### src/rtl/cft_defines.svh
// Register board widths

`ifndef CFT_DEFINES_SVH
`define CFT_DEFINES_SVH

////////////////////////////////////////////////////////////
// Processor word
////////////////////////////////////////////////////////////

`define CFT_WORD_W   16  // Data word and bus width

////////////////////////////////////////////////////////////
// Microcode fields and front panel
////////////////////////////////////////////////////////////

`define CFT_ADDR_W   5   // Read and write address fields
`define CFT_ACTION_W 4   // Action field
`define CFT_FPD_W    8   // Front-panel byte

`endif
### src/rtl/cft_reg_pkg.sv
// Register board types

`default_nettype none

`include "cft_defines.svh"

package cft_reg_pkg;

   typedef logic [`CFT_WORD_W-1:0] word_t;  // One processor word

   // Bit position of each register in the read select
   typedef enum logic [1:0] {
      RI_PC = 2'd0,
      RI_DR = 2'd1,
      RI_AC = 2'd2,
      RI_SP = 2'd3
   } reg_idx_e;

   // Front-panel byte select, low byte on even codes
   typedef enum logic [2:0] {
      FP_PC_LO = 3'd0, FP_PC_HI = 3'd1,
      FP_DR_LO = 3'd2, FP_DR_HI = 3'd3,
      FP_AC_LO = 3'd4, FP_AC_HI = 3'd5,
      FP_SP_LO = 3'd6, FP_SP_HI = 3'd7
   } fp_sel_e;

endpackage

`default_nettype wire

### src/rtl/cft_ucode_pkg.sv
// Microcode field encodings

`default_nettype none

`include "cft_defines.svh"

package cft_ucode_pkg;

   ////////////////////////////////////////////////////////////
   // Read and write address field
   ////////////////////////////////////////////////////////////

   // Only codes 8 to 11 belong to this board
   typedef enum logic [`CFT_ADDR_W-1:0] {
      UR_NONE = 5'd0,                    // Nothing selected
      UR_PC   = 5'd8,                    // Program counter
      UR_DR   = 5'd9,                    // Data register
      UR_AC   = 5'd10,                   // Accumulator
      UR_SP   = 5'd11                    // Stack pointer
   } ucode_reg_e;

   ////////////////////////////////////////////////////////////
   // Action field
   ////////////////////////////////////////////////////////////

   typedef enum logic [`CFT_ACTION_W-1:0] {
      ACT_IDLE   = 4'd0,                 // Any unlisted code is idle too
      ACT_INC_PC = 4'd8,
      ACT_INC_DR = 4'd10,
      ACT_DEC_DR = 4'd11,
      ACT_INC_AC = 4'd12,
      ACT_DEC_AC = 4'd13,
      ACT_INC_SP = 4'd14,
      ACT_DEC_SP = 4'd15                 // No PC decrement exists
   } action_e;

endpackage

`default_nettype wire

### src/rtl/reg_board.sv
// Register board top level

`default_nettype none
`timescale 1ns/1ps

`include "cft_defines.svh"

module reg_board (
   input  logic                      clk,
   input  logic                      rst_n,
   input  cft_ucode_pkg::ucode_reg_e raddr,     // Microcode read address
   input  cft_ucode_pkg::ucode_reg_e waddr,     // Microcode write address
   input  cft_ucode_pkg::action_e    action,    // Microcode action
   input  cft_reg_pkg::word_t        ibus_in,   // Processor bus in
   input  cft_reg_pkg::fp_sel_e      fp_sel,    // Front-panel byte choice
   output cft_reg_pkg::word_t        ibus_out,  // Processor bus out
   output logic                      ibus_oe,   // Bus output enable
   output logic [`CFT_FPD_W-1:0]     fpd,       // Front-panel byte
   output cft_reg_pkg::word_t        pc,        // Program counter to the machine
   output cft_reg_pkg::word_t        ac,        // Accumulator to the ALU
   output logic                      fz         // Accumulator zero flag
);

   import cft_reg_pkg::*;

   ////////////////////////////////////////////////////////////
   // Local signals
   ////////////////////////////////////////////////////////////

   word_t      dr;                         // Only seen through the readout
   word_t      sp;
   logic [3:0] rd_sel;

   logic       wr_pc, wr_dr, wr_ac, wr_sp;
   logic       inc_pc, inc_dr, inc_ac, inc_sp;
   logic       dec_dr, dec_ac, dec_sp;

   ////////////////////////////////////////////////////////////
   // Decoder
   ////////////////////////////////////////////////////////////

   ucode_decoder u_decoder (
      .raddr  (raddr),
      .waddr  (waddr),
      .action (action),
      .rd_sel (rd_sel),
      .wr_pc  (wr_pc),
      .wr_dr  (wr_dr),
      .wr_ac  (wr_ac),
      .wr_sp  (wr_sp),
      .inc_pc (inc_pc),
      .inc_dr (inc_dr),
      .inc_ac (inc_ac),
      .inc_sp (inc_sp),
      .dec_dr (dec_dr),
      .dec_ac (dec_ac),
      .dec_sp (dec_sp)
   );

   ////////////////////////////////////////////////////////////
   // Major registers
   ////////////////////////////////////////////////////////////

   // PC counts up only
   reg_major reg_pc (
      .clk (clk), .rst_n (rst_n), .ibus_in (ibus_in),
      .wr  (wr_pc), .inc (inc_pc), .dec (1'b0),
      .q   (pc), .zero ()
   );

   reg_major reg_dr (
      .clk (clk), .rst_n (rst_n), .ibus_in (ibus_in),
      .wr  (wr_dr), .inc (inc_dr), .dec (dec_dr),
      .q   (dr), .zero ()
   );

   // AC also supplies the zero flag
   reg_major reg_ac (
      .clk (clk), .rst_n (rst_n), .ibus_in (ibus_in),
      .wr  (wr_ac), .inc (inc_ac), .dec (dec_ac),
      .q   (ac), .zero (fz)
   );

   reg_major reg_sp (
      .clk (clk), .rst_n (rst_n), .ibus_in (ibus_in),
      .wr  (wr_sp), .inc (inc_sp), .dec (dec_sp),
      .q   (sp), .zero ()
   );

   ////////////////////////////////////////////////////////////
   // Readout
   ////////////////////////////////////////////////////////////

   reg_readout u_readout (
      .clk      (clk),
      .rst_n    (rst_n),
      .pc       (pc),
      .dr       (dr),
      .ac       (ac),
      .sp       (sp),
      .rd_sel   (rd_sel),
      .fp_sel   (fp_sel),
      .ibus_out (ibus_out),
      .ibus_oe  (ibus_oe),
      .fpd      (fpd)
   );

endmodule

`default_nettype wire

### src/rtl/reg_readout.sv
// Bus and front-panel readout

`default_nettype none
`timescale 1ns/1ps

`include "cft_defines.svh"

module reg_readout (
   input  logic                  clk,
   input  logic                  rst_n,
   input  cft_reg_pkg::word_t    pc,
   input  cft_reg_pkg::word_t    dr,
   input  cft_reg_pkg::word_t    ac,
   input  cft_reg_pkg::word_t    sp,
   input  logic [3:0]            rd_sel,    // One-hot or zero
   input  cft_reg_pkg::fp_sel_e  fp_sel,    // Front-panel byte choice
   output cft_reg_pkg::word_t    ibus_out,  // Processor bus output
   output logic                  ibus_oe,   // Bus output enable
   output logic [`CFT_FPD_W-1:0] fpd        // Front-panel byte
);

   import cft_reg_pkg::*;

   ////////////////////////////////////////////////////////////
   // Processor bus
   ////////////////////////////////////////////////////////////

   // AND-OR mux, zero when nothing is selected
   assign ibus_out = ({`CFT_WORD_W{rd_sel[RI_PC]}} & pc)
                   | ({`CFT_WORD_W{rd_sel[RI_DR]}} & dr)
                   | ({`CFT_WORD_W{rd_sel[RI_AC]}} & ac)
                   | ({`CFT_WORD_W{rd_sel[RI_SP]}} & sp);

   assign ibus_oe = |rd_sel;               // Any register driving

   ////////////////////////////////////////////////////////////
   // Front panel
   ////////////////////////////////////////////////////////////

   logic [`CFT_FPD_W-1:0] fp_byte;

   always_comb begin
      case (fp_sel)
         FP_PC_LO: fp_byte = pc[`CFT_FPD_W-1:0];
         FP_PC_HI: fp_byte = pc[`CFT_WORD_W-1:`CFT_FPD_W];
         FP_DR_LO: fp_byte = dr[`CFT_FPD_W-1:0];
         FP_DR_HI: fp_byte = dr[`CFT_WORD_W-1:`CFT_FPD_W];
         FP_AC_LO: fp_byte = ac[`CFT_FPD_W-1:0];
         FP_AC_HI: fp_byte = ac[`CFT_WORD_W-1:`CFT_FPD_W];
         FP_SP_LO: fp_byte = sp[`CFT_FPD_W-1:0];
         default:  fp_byte = sp[`CFT_WORD_W-1:`CFT_FPD_W];  // SP high
      endcase
   end

   // Panel sees the byte one cycle late
   always_ff @(posedge clk) begin
      if (!rst_n) begin
         fpd <= '0;
      end else begin
         fpd <= fp_byte;
      end
   end

endmodule

`default_nettype wire

### src/rtl/reg_major.sv
// Major register

`default_nettype none
`timescale 1ns/1ps

module reg_major (
   input  logic               clk,
   input  logic               rst_n,
   input  cft_reg_pkg::word_t ibus_in,   // Processor bus input
   input  logic               wr,        // Load from the bus
   input  logic               inc,       // Count up
   input  logic               dec,       // Count down
   output cft_reg_pkg::word_t q,         // Stored value
   output logic               zero       // Stored value is zero
);

   import cft_reg_pkg::*;

   ////////////////////////////////////////////////////////////
   // Next value
   ////////////////////////////////////////////////////////////

   word_t q_next;

   // Bus load beats the action strobes
   always_comb begin
      q_next = q;                          // Hold by default
      if (wr) begin
         q_next = ibus_in;
      end else if (inc) begin
         q_next = q + 1'b1;                // Wraps past 16'hffff
      end else if (dec) begin
         q_next = q - 1'b1;                // Wraps below zero
      end
   end

   ////////////////////////////////////////////////////////////
   // Storage
   ////////////////////////////////////////////////////////////

   always_ff @(posedge clk) begin
      if (!rst_n) begin
         q <= '0;
      end else begin
         q <= q_next;
      end
   end

   assign zero = (q == '0);               // Straight off the register

   ////////////////////////////////////////////////////////////
   // Checks
   ////////////////////////////////////////////////////////////

   // The decoder never asks for both directions at once
   a_inc_dec_excl: assert property (
      @(posedge clk) disable iff (!rst_n)
      !(inc && dec)
   ) else $error("inc and dec together");

endmodule

`default_nettype wire

### src/rtl/ucode_decoder.sv
// Microcode field decoder

`default_nettype none
`timescale 1ns/1ps

module ucode_decoder (
   input  cft_ucode_pkg::ucode_reg_e raddr,   // Register to drive onto the bus
   input  cft_ucode_pkg::ucode_reg_e waddr,   // Register to load from the bus
   input  cft_ucode_pkg::action_e    action,  // Increment or decrement request
   output logic [3:0]                rd_sel,  // One-hot read select
   output logic                      wr_pc,
   output logic                      wr_dr,
   output logic                      wr_ac,
   output logic                      wr_sp,
   output logic                      inc_pc,
   output logic                      inc_dr,
   output logic                      inc_ac,
   output logic                      inc_sp,
   output logic                      dec_dr,
   output logic                      dec_ac,
   output logic                      dec_sp
);

   import cft_ucode_pkg::*;
   import cft_reg_pkg::*;

   ////////////////////////////////////////////////////////////
   // Read address
   ////////////////////////////////////////////////////////////

   always_comb begin
      rd_sel = 4'b0000;                    // Codes outside 8..11 read nothing
      case (raddr)
         UR_PC:   rd_sel[RI_PC] = 1'b1;
         UR_DR:   rd_sel[RI_DR] = 1'b1;
         UR_AC:   rd_sel[RI_AC] = 1'b1;
         UR_SP:   rd_sel[RI_SP] = 1'b1;
         default: rd_sel = 4'b0000;
      endcase
   end

   ////////////////////////////////////////////////////////////
   // Write address
   ////////////////////////////////////////////////////////////

   always_comb begin
      wr_pc = 1'b0;
      wr_dr = 1'b0;
      wr_ac = 1'b0;
      wr_sp = 1'b0;
      case (waddr)
         UR_PC:   wr_pc = 1'b1;
         UR_DR:   wr_dr = 1'b1;
         UR_AC:   wr_ac = 1'b1;
         UR_SP:   wr_sp = 1'b1;
         default: wr_pc = 1'b0;            // No register loads
      endcase
   end

   ////////////////////////////////////////////////////////////
   // Action field
   ////////////////////////////////////////////////////////////

   // Each code drives exactly one strobe
   always_comb begin
      inc_pc = 1'b0;
      inc_dr = 1'b0;
      inc_ac = 1'b0;
      inc_sp = 1'b0;
      dec_dr = 1'b0;
      dec_ac = 1'b0;
      dec_sp = 1'b0;
      case (action)
         ACT_INC_PC: inc_pc = 1'b1;
         ACT_INC_DR: inc_dr = 1'b1;
         ACT_DEC_DR: dec_dr = 1'b1;
         ACT_INC_AC: inc_ac = 1'b1;
         ACT_DEC_AC: dec_ac = 1'b1;
         ACT_INC_SP: inc_sp = 1'b1;
         ACT_DEC_SP: dec_sp = 1'b1;
         default:    inc_pc = 1'b0;        // Idle, code 9 included
      endcase
   end

   // The readout mux and the register datapaths rely on these
   always_comb begin
      a_rd_onehot: assert final ($onehot0(rd_sel))
         else $error("rd_sel not one-hot");
      a_act_onehot: assert final ($onehot0({inc_pc, inc_dr, inc_ac, inc_sp,
                                             dec_dr, dec_ac, dec_sp}))
         else $error("more than one action strobe");
   end

endmodule

`default_nettype wire

### config.mk
export PLATFORM = sky130hd
export DESIGN_NAME = reg_board
export DESIGN_NICKNAME = d
export VERILOG_FILES = /design/src/rtl/cft_reg_pkg.sv /design/src/rtl/cft_ucode_pkg.sv /design/src/rtl/reg_board.sv /design/src/rtl/reg_readout.sv /design/src/rtl/reg_major.sv /design/src/rtl/ucode_decoder.sv
export VERILOG_INCLUDE_DIRS = /design/src /design/src/rtl
export SDC_FILE = /design/constraint.sdc
export NUM_CORES = 1
export LEC_CHECK = 0
export BUFFER_PORTS_ARGS = -buffer_cell sky130_fd_sc_hd__buf_4
export CAP_MARGIN = 15
export CORE_MARGIN = 2
export CORE_UTILIZATION = 45
export CTS_CLUSTER_DIAMETER = 30
export DETAILED_ROUTE_END_ITERATION = 7
export PLACE_DENSITY = 0.64
export SLEW_MARGIN = 20
export SYNTH_ARGS = -nofsm -noshare
export SYNTH_HDL_FRONTEND = slang
export SYNTH_SLANG_ARGS = --single-unit
### constraint.sdc
create_clock -name clk -period 7.3 [get_ports clk]
set_clock_uncertainty 0.15 [all_clocks]
set_input_delay 0.73 -clock clk [delete_from_list [all_inputs] [get_ports clk]]
set_output_delay 0.73 -clock clk [all_outputs]
set_load 0.01 [all_outputs]
; ---- After elaboration in Yosys (flattened, before gate mapping)
; Cells that the tools add are included.
[word_totals]
reg_bits = 72
latch_bits = 0
mem_bits_rw = 0
rom_bits = 0
out_inout_bits = 58
elab_cells = 74
n_memories = 0
[classes]
n_addsub = 7
n_mul = 0
n_div = 0
magnitude_cmp = 0
n_eq_ne = 21
n_shift = 0
muxes = 27
bitwise_logic = 7
reduce_logical = 7
[op_table]
columns = operator, count
row1 = 2-to-1 mux 16 bit, 11
row2 = adder 16 x 1 -> 16 bit (second input constant), 4
row3 = AND 16 bit, 4
row4 = case mux 8 bit (7 select lines), 1
row5 = bitwise OR 16 bit, 3
row6 = subtractor 16 x 1 -> 16 bit (second input constant), 3
row7 = equality test 5 x 4 -> 1 bit (second input constant), 8
row8 = equality test 4 bit (second input constant), 7
row9 = zero test 16 bit, 1
row10 = 2-to-1 mux 1 bit, 15
row11 = equality test 3 bit (second input constant), 3
row12 = nonzero test 3 bit, 3
row13 = equality test 3 x 2 -> 1 bit (second input constant), 2
row14 = OR reduction 4 bit, 1
row15 = equality test 3 x 1 -> 1 bit (second input constant), 1
row16 = zero test 3 bit, 1
row17 = nonzero test 2 bit, 1

; ---- Logic depth before layout (Yosys ltp)
[logic_depth]
ltp_word = 6
mapped_depth = 14
depth_no_buf = 12

; ---- Modules after synthesis
; From an unflattened synthesis, not the netlist that was laid out.
[unflattened]
cells_unflattened = 970
hier_area_um2 = 7305.8
[modules_own_cells]
columns = mod, instances, cells_each, area_each_um2
row1 = reg_major at reg_ac ..., 2, 195, 1510.2
row2 = reg_major at reg_pc, 1, 207, 1547.7
row3 = reg_major at reg_sp, 1, 205, 1531.5
row4 = reg_readout, 1, 144, 1059.8
row5 = ucode_decoder, 1, 23, 142.6
row6 = reg_board, 1, 1, 3.8

; ---- Worst setup path before layout
; OpenSTA, ideal clock, no wires.
[synth_timing]
kind = input-to-reg
from = input port action[2]
to = register reg_dr.q[10]
setup_ns = 0.091
arrival_ns = 3.420
required_ns = 7.059
path_slack_ns = 3.639
cell_stages = 13
path_cell_list = buf_2 or2_2 buf_2 nor2_1 inv_1 ha_1 or2_2 o22ai_1 o221ai_1 a31o_2 a21oi_1 xor2_1 a311oi_1
[synth_via]
elab_chain_len = 4
elab_cells_between_ends = 7
cone_classes = eq/ne (2) / mux (4) / reduce/logical (1)
[synth_lines]
columns = element, line
row1 = from (decl), reg_board.sv:13  ; input cft_ucode_pkg::action_e action,
row2 = equality test 4 bit, ucode_decoder.sv:73  ; case (action)
row3 = 2-to-1 mux 1 bit, ucode_decoder.sv:73
row4 = 2-to-1 mux 16 bit, reg_major.sv:30  ; end else if (inc) begin
row5 = 2-to-1 mux 16 bit, reg_major.sv:28  ; if (wr) begin
row6 = to (signal assigned), reg_major.sv:45  ; q <= q_next;
row7 = to (decl), reg_major.sv:13  ; output cft_reg_pkg::word_t q,
; Parallel ways exist; a longest one is shown, timed or not.
; A chain may end at the register's enable or synchronous reset.

; ---- Worst setup path in the final report
[layout_timing]
from = input port action[2]
to = register reg_sp.q[11]
[layout_via]
elab_chain_len = 4
elab_cells_between_ends = 7
cone_classes = eq/ne (2) / mux (4) / reduce/logical (1)
[layout_lines]
columns = element, line
row1 = equality test 4 bit, ucode_decoder.sv:73
row2 = 2-to-1 mux 1 bit, ucode_decoder.sv:73
row3 = 2-to-1 mux 16 bit, reg_major.sv:30
row4 = 2-to-1 mux 16 bit, reg_major.sv:28
row5 = to (signal assigned), reg_major.sv:45
row6 = to (decl), reg_major.sv:13
; Parallel ways exist; a longest one is shown, timed or not.

==> reports/summary.md <==
In this run the most critical hold path is launched from reg_dr.q[14]$_SDFFE_PN0P_. The share of synthesized flip-flops with an asynchronous set or reset is 0%, and the die outline width is 120 microns. The hold buffer count at CTS is 0. The part of the Yosys area used for sequential elements was 23.6%. Setup repair after global routing left no endpoint under its margin.

The tools report the arrival time at the worst endpoint as 4.04 ns. The logs give 1,019 for the final instance count without filler cells and 31.5% for the overall track demand over capacity in global routing. The run finished with clean final reports. Power spread over the standard cell area amounts to 207 mW/mm^2. TritonCTS built the clock tree.

STA classifies the critical path startpoint as a primary input. The tools report the remaining design rule violation count as 0. The worst hold path terminates at reg_dr.q[14]$_SDFFE_PN0P_. After clock tree synthesis, the clock-pin slew on the worst setup and hold paths is 0.06 ns. Sorting the synthesized cells by area gives the leading types as dfxtp_1 (24%), ha_1 (10%), a21oi_1 (5.3%), o21ai_0 (5.3%), xor2_1 (4.9%). The fmax came out at 0.253 GHz.

When the netlist entered floorplanning its net count stood at 865. The tools report the worst path required time as 7.39 ns. The synthesized design contains 0 enable-type register cells.

The detail route stage leaves a number of antenna-violating nets equal to 0. The logs give 0.00610 sq mm for the post-synthesis cell area and 0.933 for the global placement routability congestion. The share of the clock period used by the worst path is 54.1%, and the distinct cell type count of the synthesized netlist is 64. In this run the worst path has a maximum fanout of 18. The H-tree was split into 3 levels.

The layout-stage area growth over the synthesis result is 18.0%. The tools report the setup slack after layout as 3.35 ns. The final count of pins violating max slew came out at 0.

The number of failing setup endpoints in the final timing report is 0, and the count of instances resized after the clock tree is built is 0. The tools report the leakage power as 2.98 nW. By startpoint and endpoint, the worst setup path is classified as in2reg. For this run, the share of the core covered by cells in the final layout is 54.4%. In the final design database the tool counted 925 nets. The logs give 39 for the maximum number of pins on one net before global-route repair and 0 for the number of antenna diodes. The clock period minus worst slack came out at 3.95 ns. For this block, the initial DRC count from the detailed router was 774. The mean instance size in the synthesized netlist was 7.84 sq um; the total detailed-routing wirelength was 22,900 microns. The count of cells along the worst register-to-register path is 9. CTS saw 72 sinks.

Measured along the y axis, the die boundary spans 120 microns. In the final layout, the share of cells above drive strength 1 is 16.3%. Timing analysis after detailed placement gives a worst setup slack of 3.07 ns.

In this run the tool buffered the top-level ports with 92 buffer cells. No sink is reached through more buffers than the 2 on the longest clock path. Detailed placement ended at an HPWL of 17,000 microns.

In the final timing run, aggregate negative setup slack is 0 ns. In this run, placement finished with an instance count of 1,003. The synthesis-stage register bit count was 72.

The flip-flop cell with the highest count after synthesis is dfxtp_1. The top-area cell type share of the netlist area came out at 23.6%. The initial antenna violation count is 1.

Summed over all instances, the cell type with the most area after synthesis is dfxtp_1. After detailed routing, the average wire length per cell comes to 22.5 microns. Setup slack on the worst reg-to-reg path comes out at 4.60 ns. The worst-case IR drop observed on VDD is 128 uV. Cell count of the worst hold path: 2. The later-pin clock latency in the skew report came out at 0.35 ns. Synthesis produced 778 cells. Measured against its own limit, the worst slew margin works out to 26.4%.

93 I/O pins were placed. Worst hold-check path type: reg2reg. Full die area: 0.0145 sq mm.

For the number of cell rows, the log shows 42. For this run, the detailed router's first-pass iteration total came to 7. The first global-routing pass estimated 34,800 microns of wire.

The tools report the number of buffers inserted to repair setup after CTS as 0. The tools report the worst reg2reg path startpoint as reg_ac.q[0]$_SDFFE_PN0P_. The worst register-to-register path ends at reg_ac.q[12]$_SDFFE_PN0P_.

In the routed layout, each cell is associated on average with a via count of 6.48. The initial utilization of the core area, before any placement, comes to 46.1%. The root buffer cell chosen for the clock tree is clkbuf_16.

Number of global-route vias before repair: 6,009. The final global-route overflow total is 0, and the total number of vias is 6,605. The final count of hold timing violations came out at 0. STA classifies the critical path endpoint as a flip-flop. Measured slew at the worst slew-check pin: 1.10 ns. In this run, CTS created clock tree buffers numbering 9. The reported max-cap violation count is 0. The core region area was 0.0132 sq mm. The Yosys step of the flow raised 0 warnings.
worst max-delay path, cell delays in order:
cell      delay (ns)
buf_4           0.12
nand3_1         0.53
nor2_1          0.46
inv_1           0.36
ha_1            0.48
o211ai_1        0.11
o21ai_1         0.27
nor2_1          0.08
o21ai_0         0.28
a21boi_0        0.17
xor2_1          0.16
a311oi_1        0.29
synth_stat cells (all sizes together), types with 5 or more instances:
cell,instances
a311oi,5
a21o,13
xor2,34
a211oi,27
nor4,5
buf,7
nor3,11
a21oi,65
clkbuf,38
a31oi,17
nand3,22
xnor2,23
nand4,8
o22ai,10
o21ai,67
a221o,16
mux2,6
o211ai,19
nand2,63
nand2b,7
nor2b,6
inv,15
and3,15
dfxtp,72
a22o,16
ha,49
nor2,77
metal layers:
layer	wire [microns]	track usage (%)	share of wire, %	up-vias
met5	11	0	0.048	-
met4	1040	13.7	4.6	2
met3	2050	5.85	8.9	65
met2	10500	50.4	46	322
met1	9320	41.3	41	3171
li1	-	-	-	3045
kinds of logic after synthesis:
logic type,count (synthesis),share of synthesized area (%)
AOI/OAI and AO/OA,288,31.3
xor gates and xnor gates,57,8.18
adders and majority gates,52,11.0
buffers and inverters,60,3.81
DFF,72,23.6
muxes,12,2.71
and+or+nand+nor,237,19.4
how the worst max path moves through the flow:
stage               from                         to  slack, ns  depth (start not counted)
2_1_floorplan  action[2]  reg_dr.q[10]$_SDFFE_PN0P_       3.64                         13
3_3_place_gp   action[2]  reg_sp.q[14]$_SDFFE_PN0P_       3.22                         12
3_5_place_dp   action[2]  reg_sp.q[11]$_SDFFE_PN0P_       3.07                         12
4_1_cts        action[2]  reg_sp.q[11]$_SDFFE_PN0P_       3.39                         12
5_1_grt        action[2]  reg_sp.q[14]$_SDFFE_PN0P_       3.05                         12
6_report       action[2]  reg_sp.q[11]$_SDFFE_PN0P_       3.35                         12
cells in the final DEF, fill, tap and decap left out, drive strengths merged, types with 7 or more instances in the layout:
| cell | n |
|---|---|
| clkbuf | 11 |
| inv | 15 |
| a221o | 16 |
| nand2b | 7 |
| o22ai | 10 |
| xnor2 | 23 |
| a21o | 13 |
| and3 | 15 |
| ha | 49 |
| o211ai | 19 |
| buf | 94 |
| nand3 | 22 |
| o21ai | 67 |
| xor2 | 34 |
| nand4 | 8 |
| a211oi | 27 |
| a21oi | 65 |
| a31oi | 17 |
| a22o | 16 |
| dfxtp | 72 |
| nand2 | 63 |
| nor3 | 11 |
| nor2 | 77 |
through the flow:
stage	instance area (sq um)	hold slack, ns	total power [mW]
floorplan	6100	0.326	0.812
global placement	6850	0.414	0.958
detailed placement	6850	0.418	0.964
CTS	7200	0.427	1.49
global route	7200	0.459	1.56
finish	7200	0.436	1.49
state kept, by name, summed over array words and instances (netlist names):
register / flops
reg_ac.q: 16
reg_sp.q: 16
reg_pc.q: 16
u_readout.fpd: 8
reg_dr.q: 16
layout make-up:
cell class,instances,area (sq um)
Fill cell,1276,6040
Multi-Input combinational cell,646,4430
Sequential cell,72,1440
Timing Repair Buffer,94,706
Clock buffer,11,243
Tap cell,176,220
Clock inverter,5,104
Inverter,15,56.3
power by group:
group | leakage, nW | internal [mW] | total (mW) | switching, mW
registers | 0.588 | 0.420 | 0.472 | 0.0514
logic | 2.23 | 0.222 | 0.495 | 0.273
clock network | 0.170 | 0.343 | 0.525 | 0.181
Note: power is estimated with default switching activity, not from simulation.
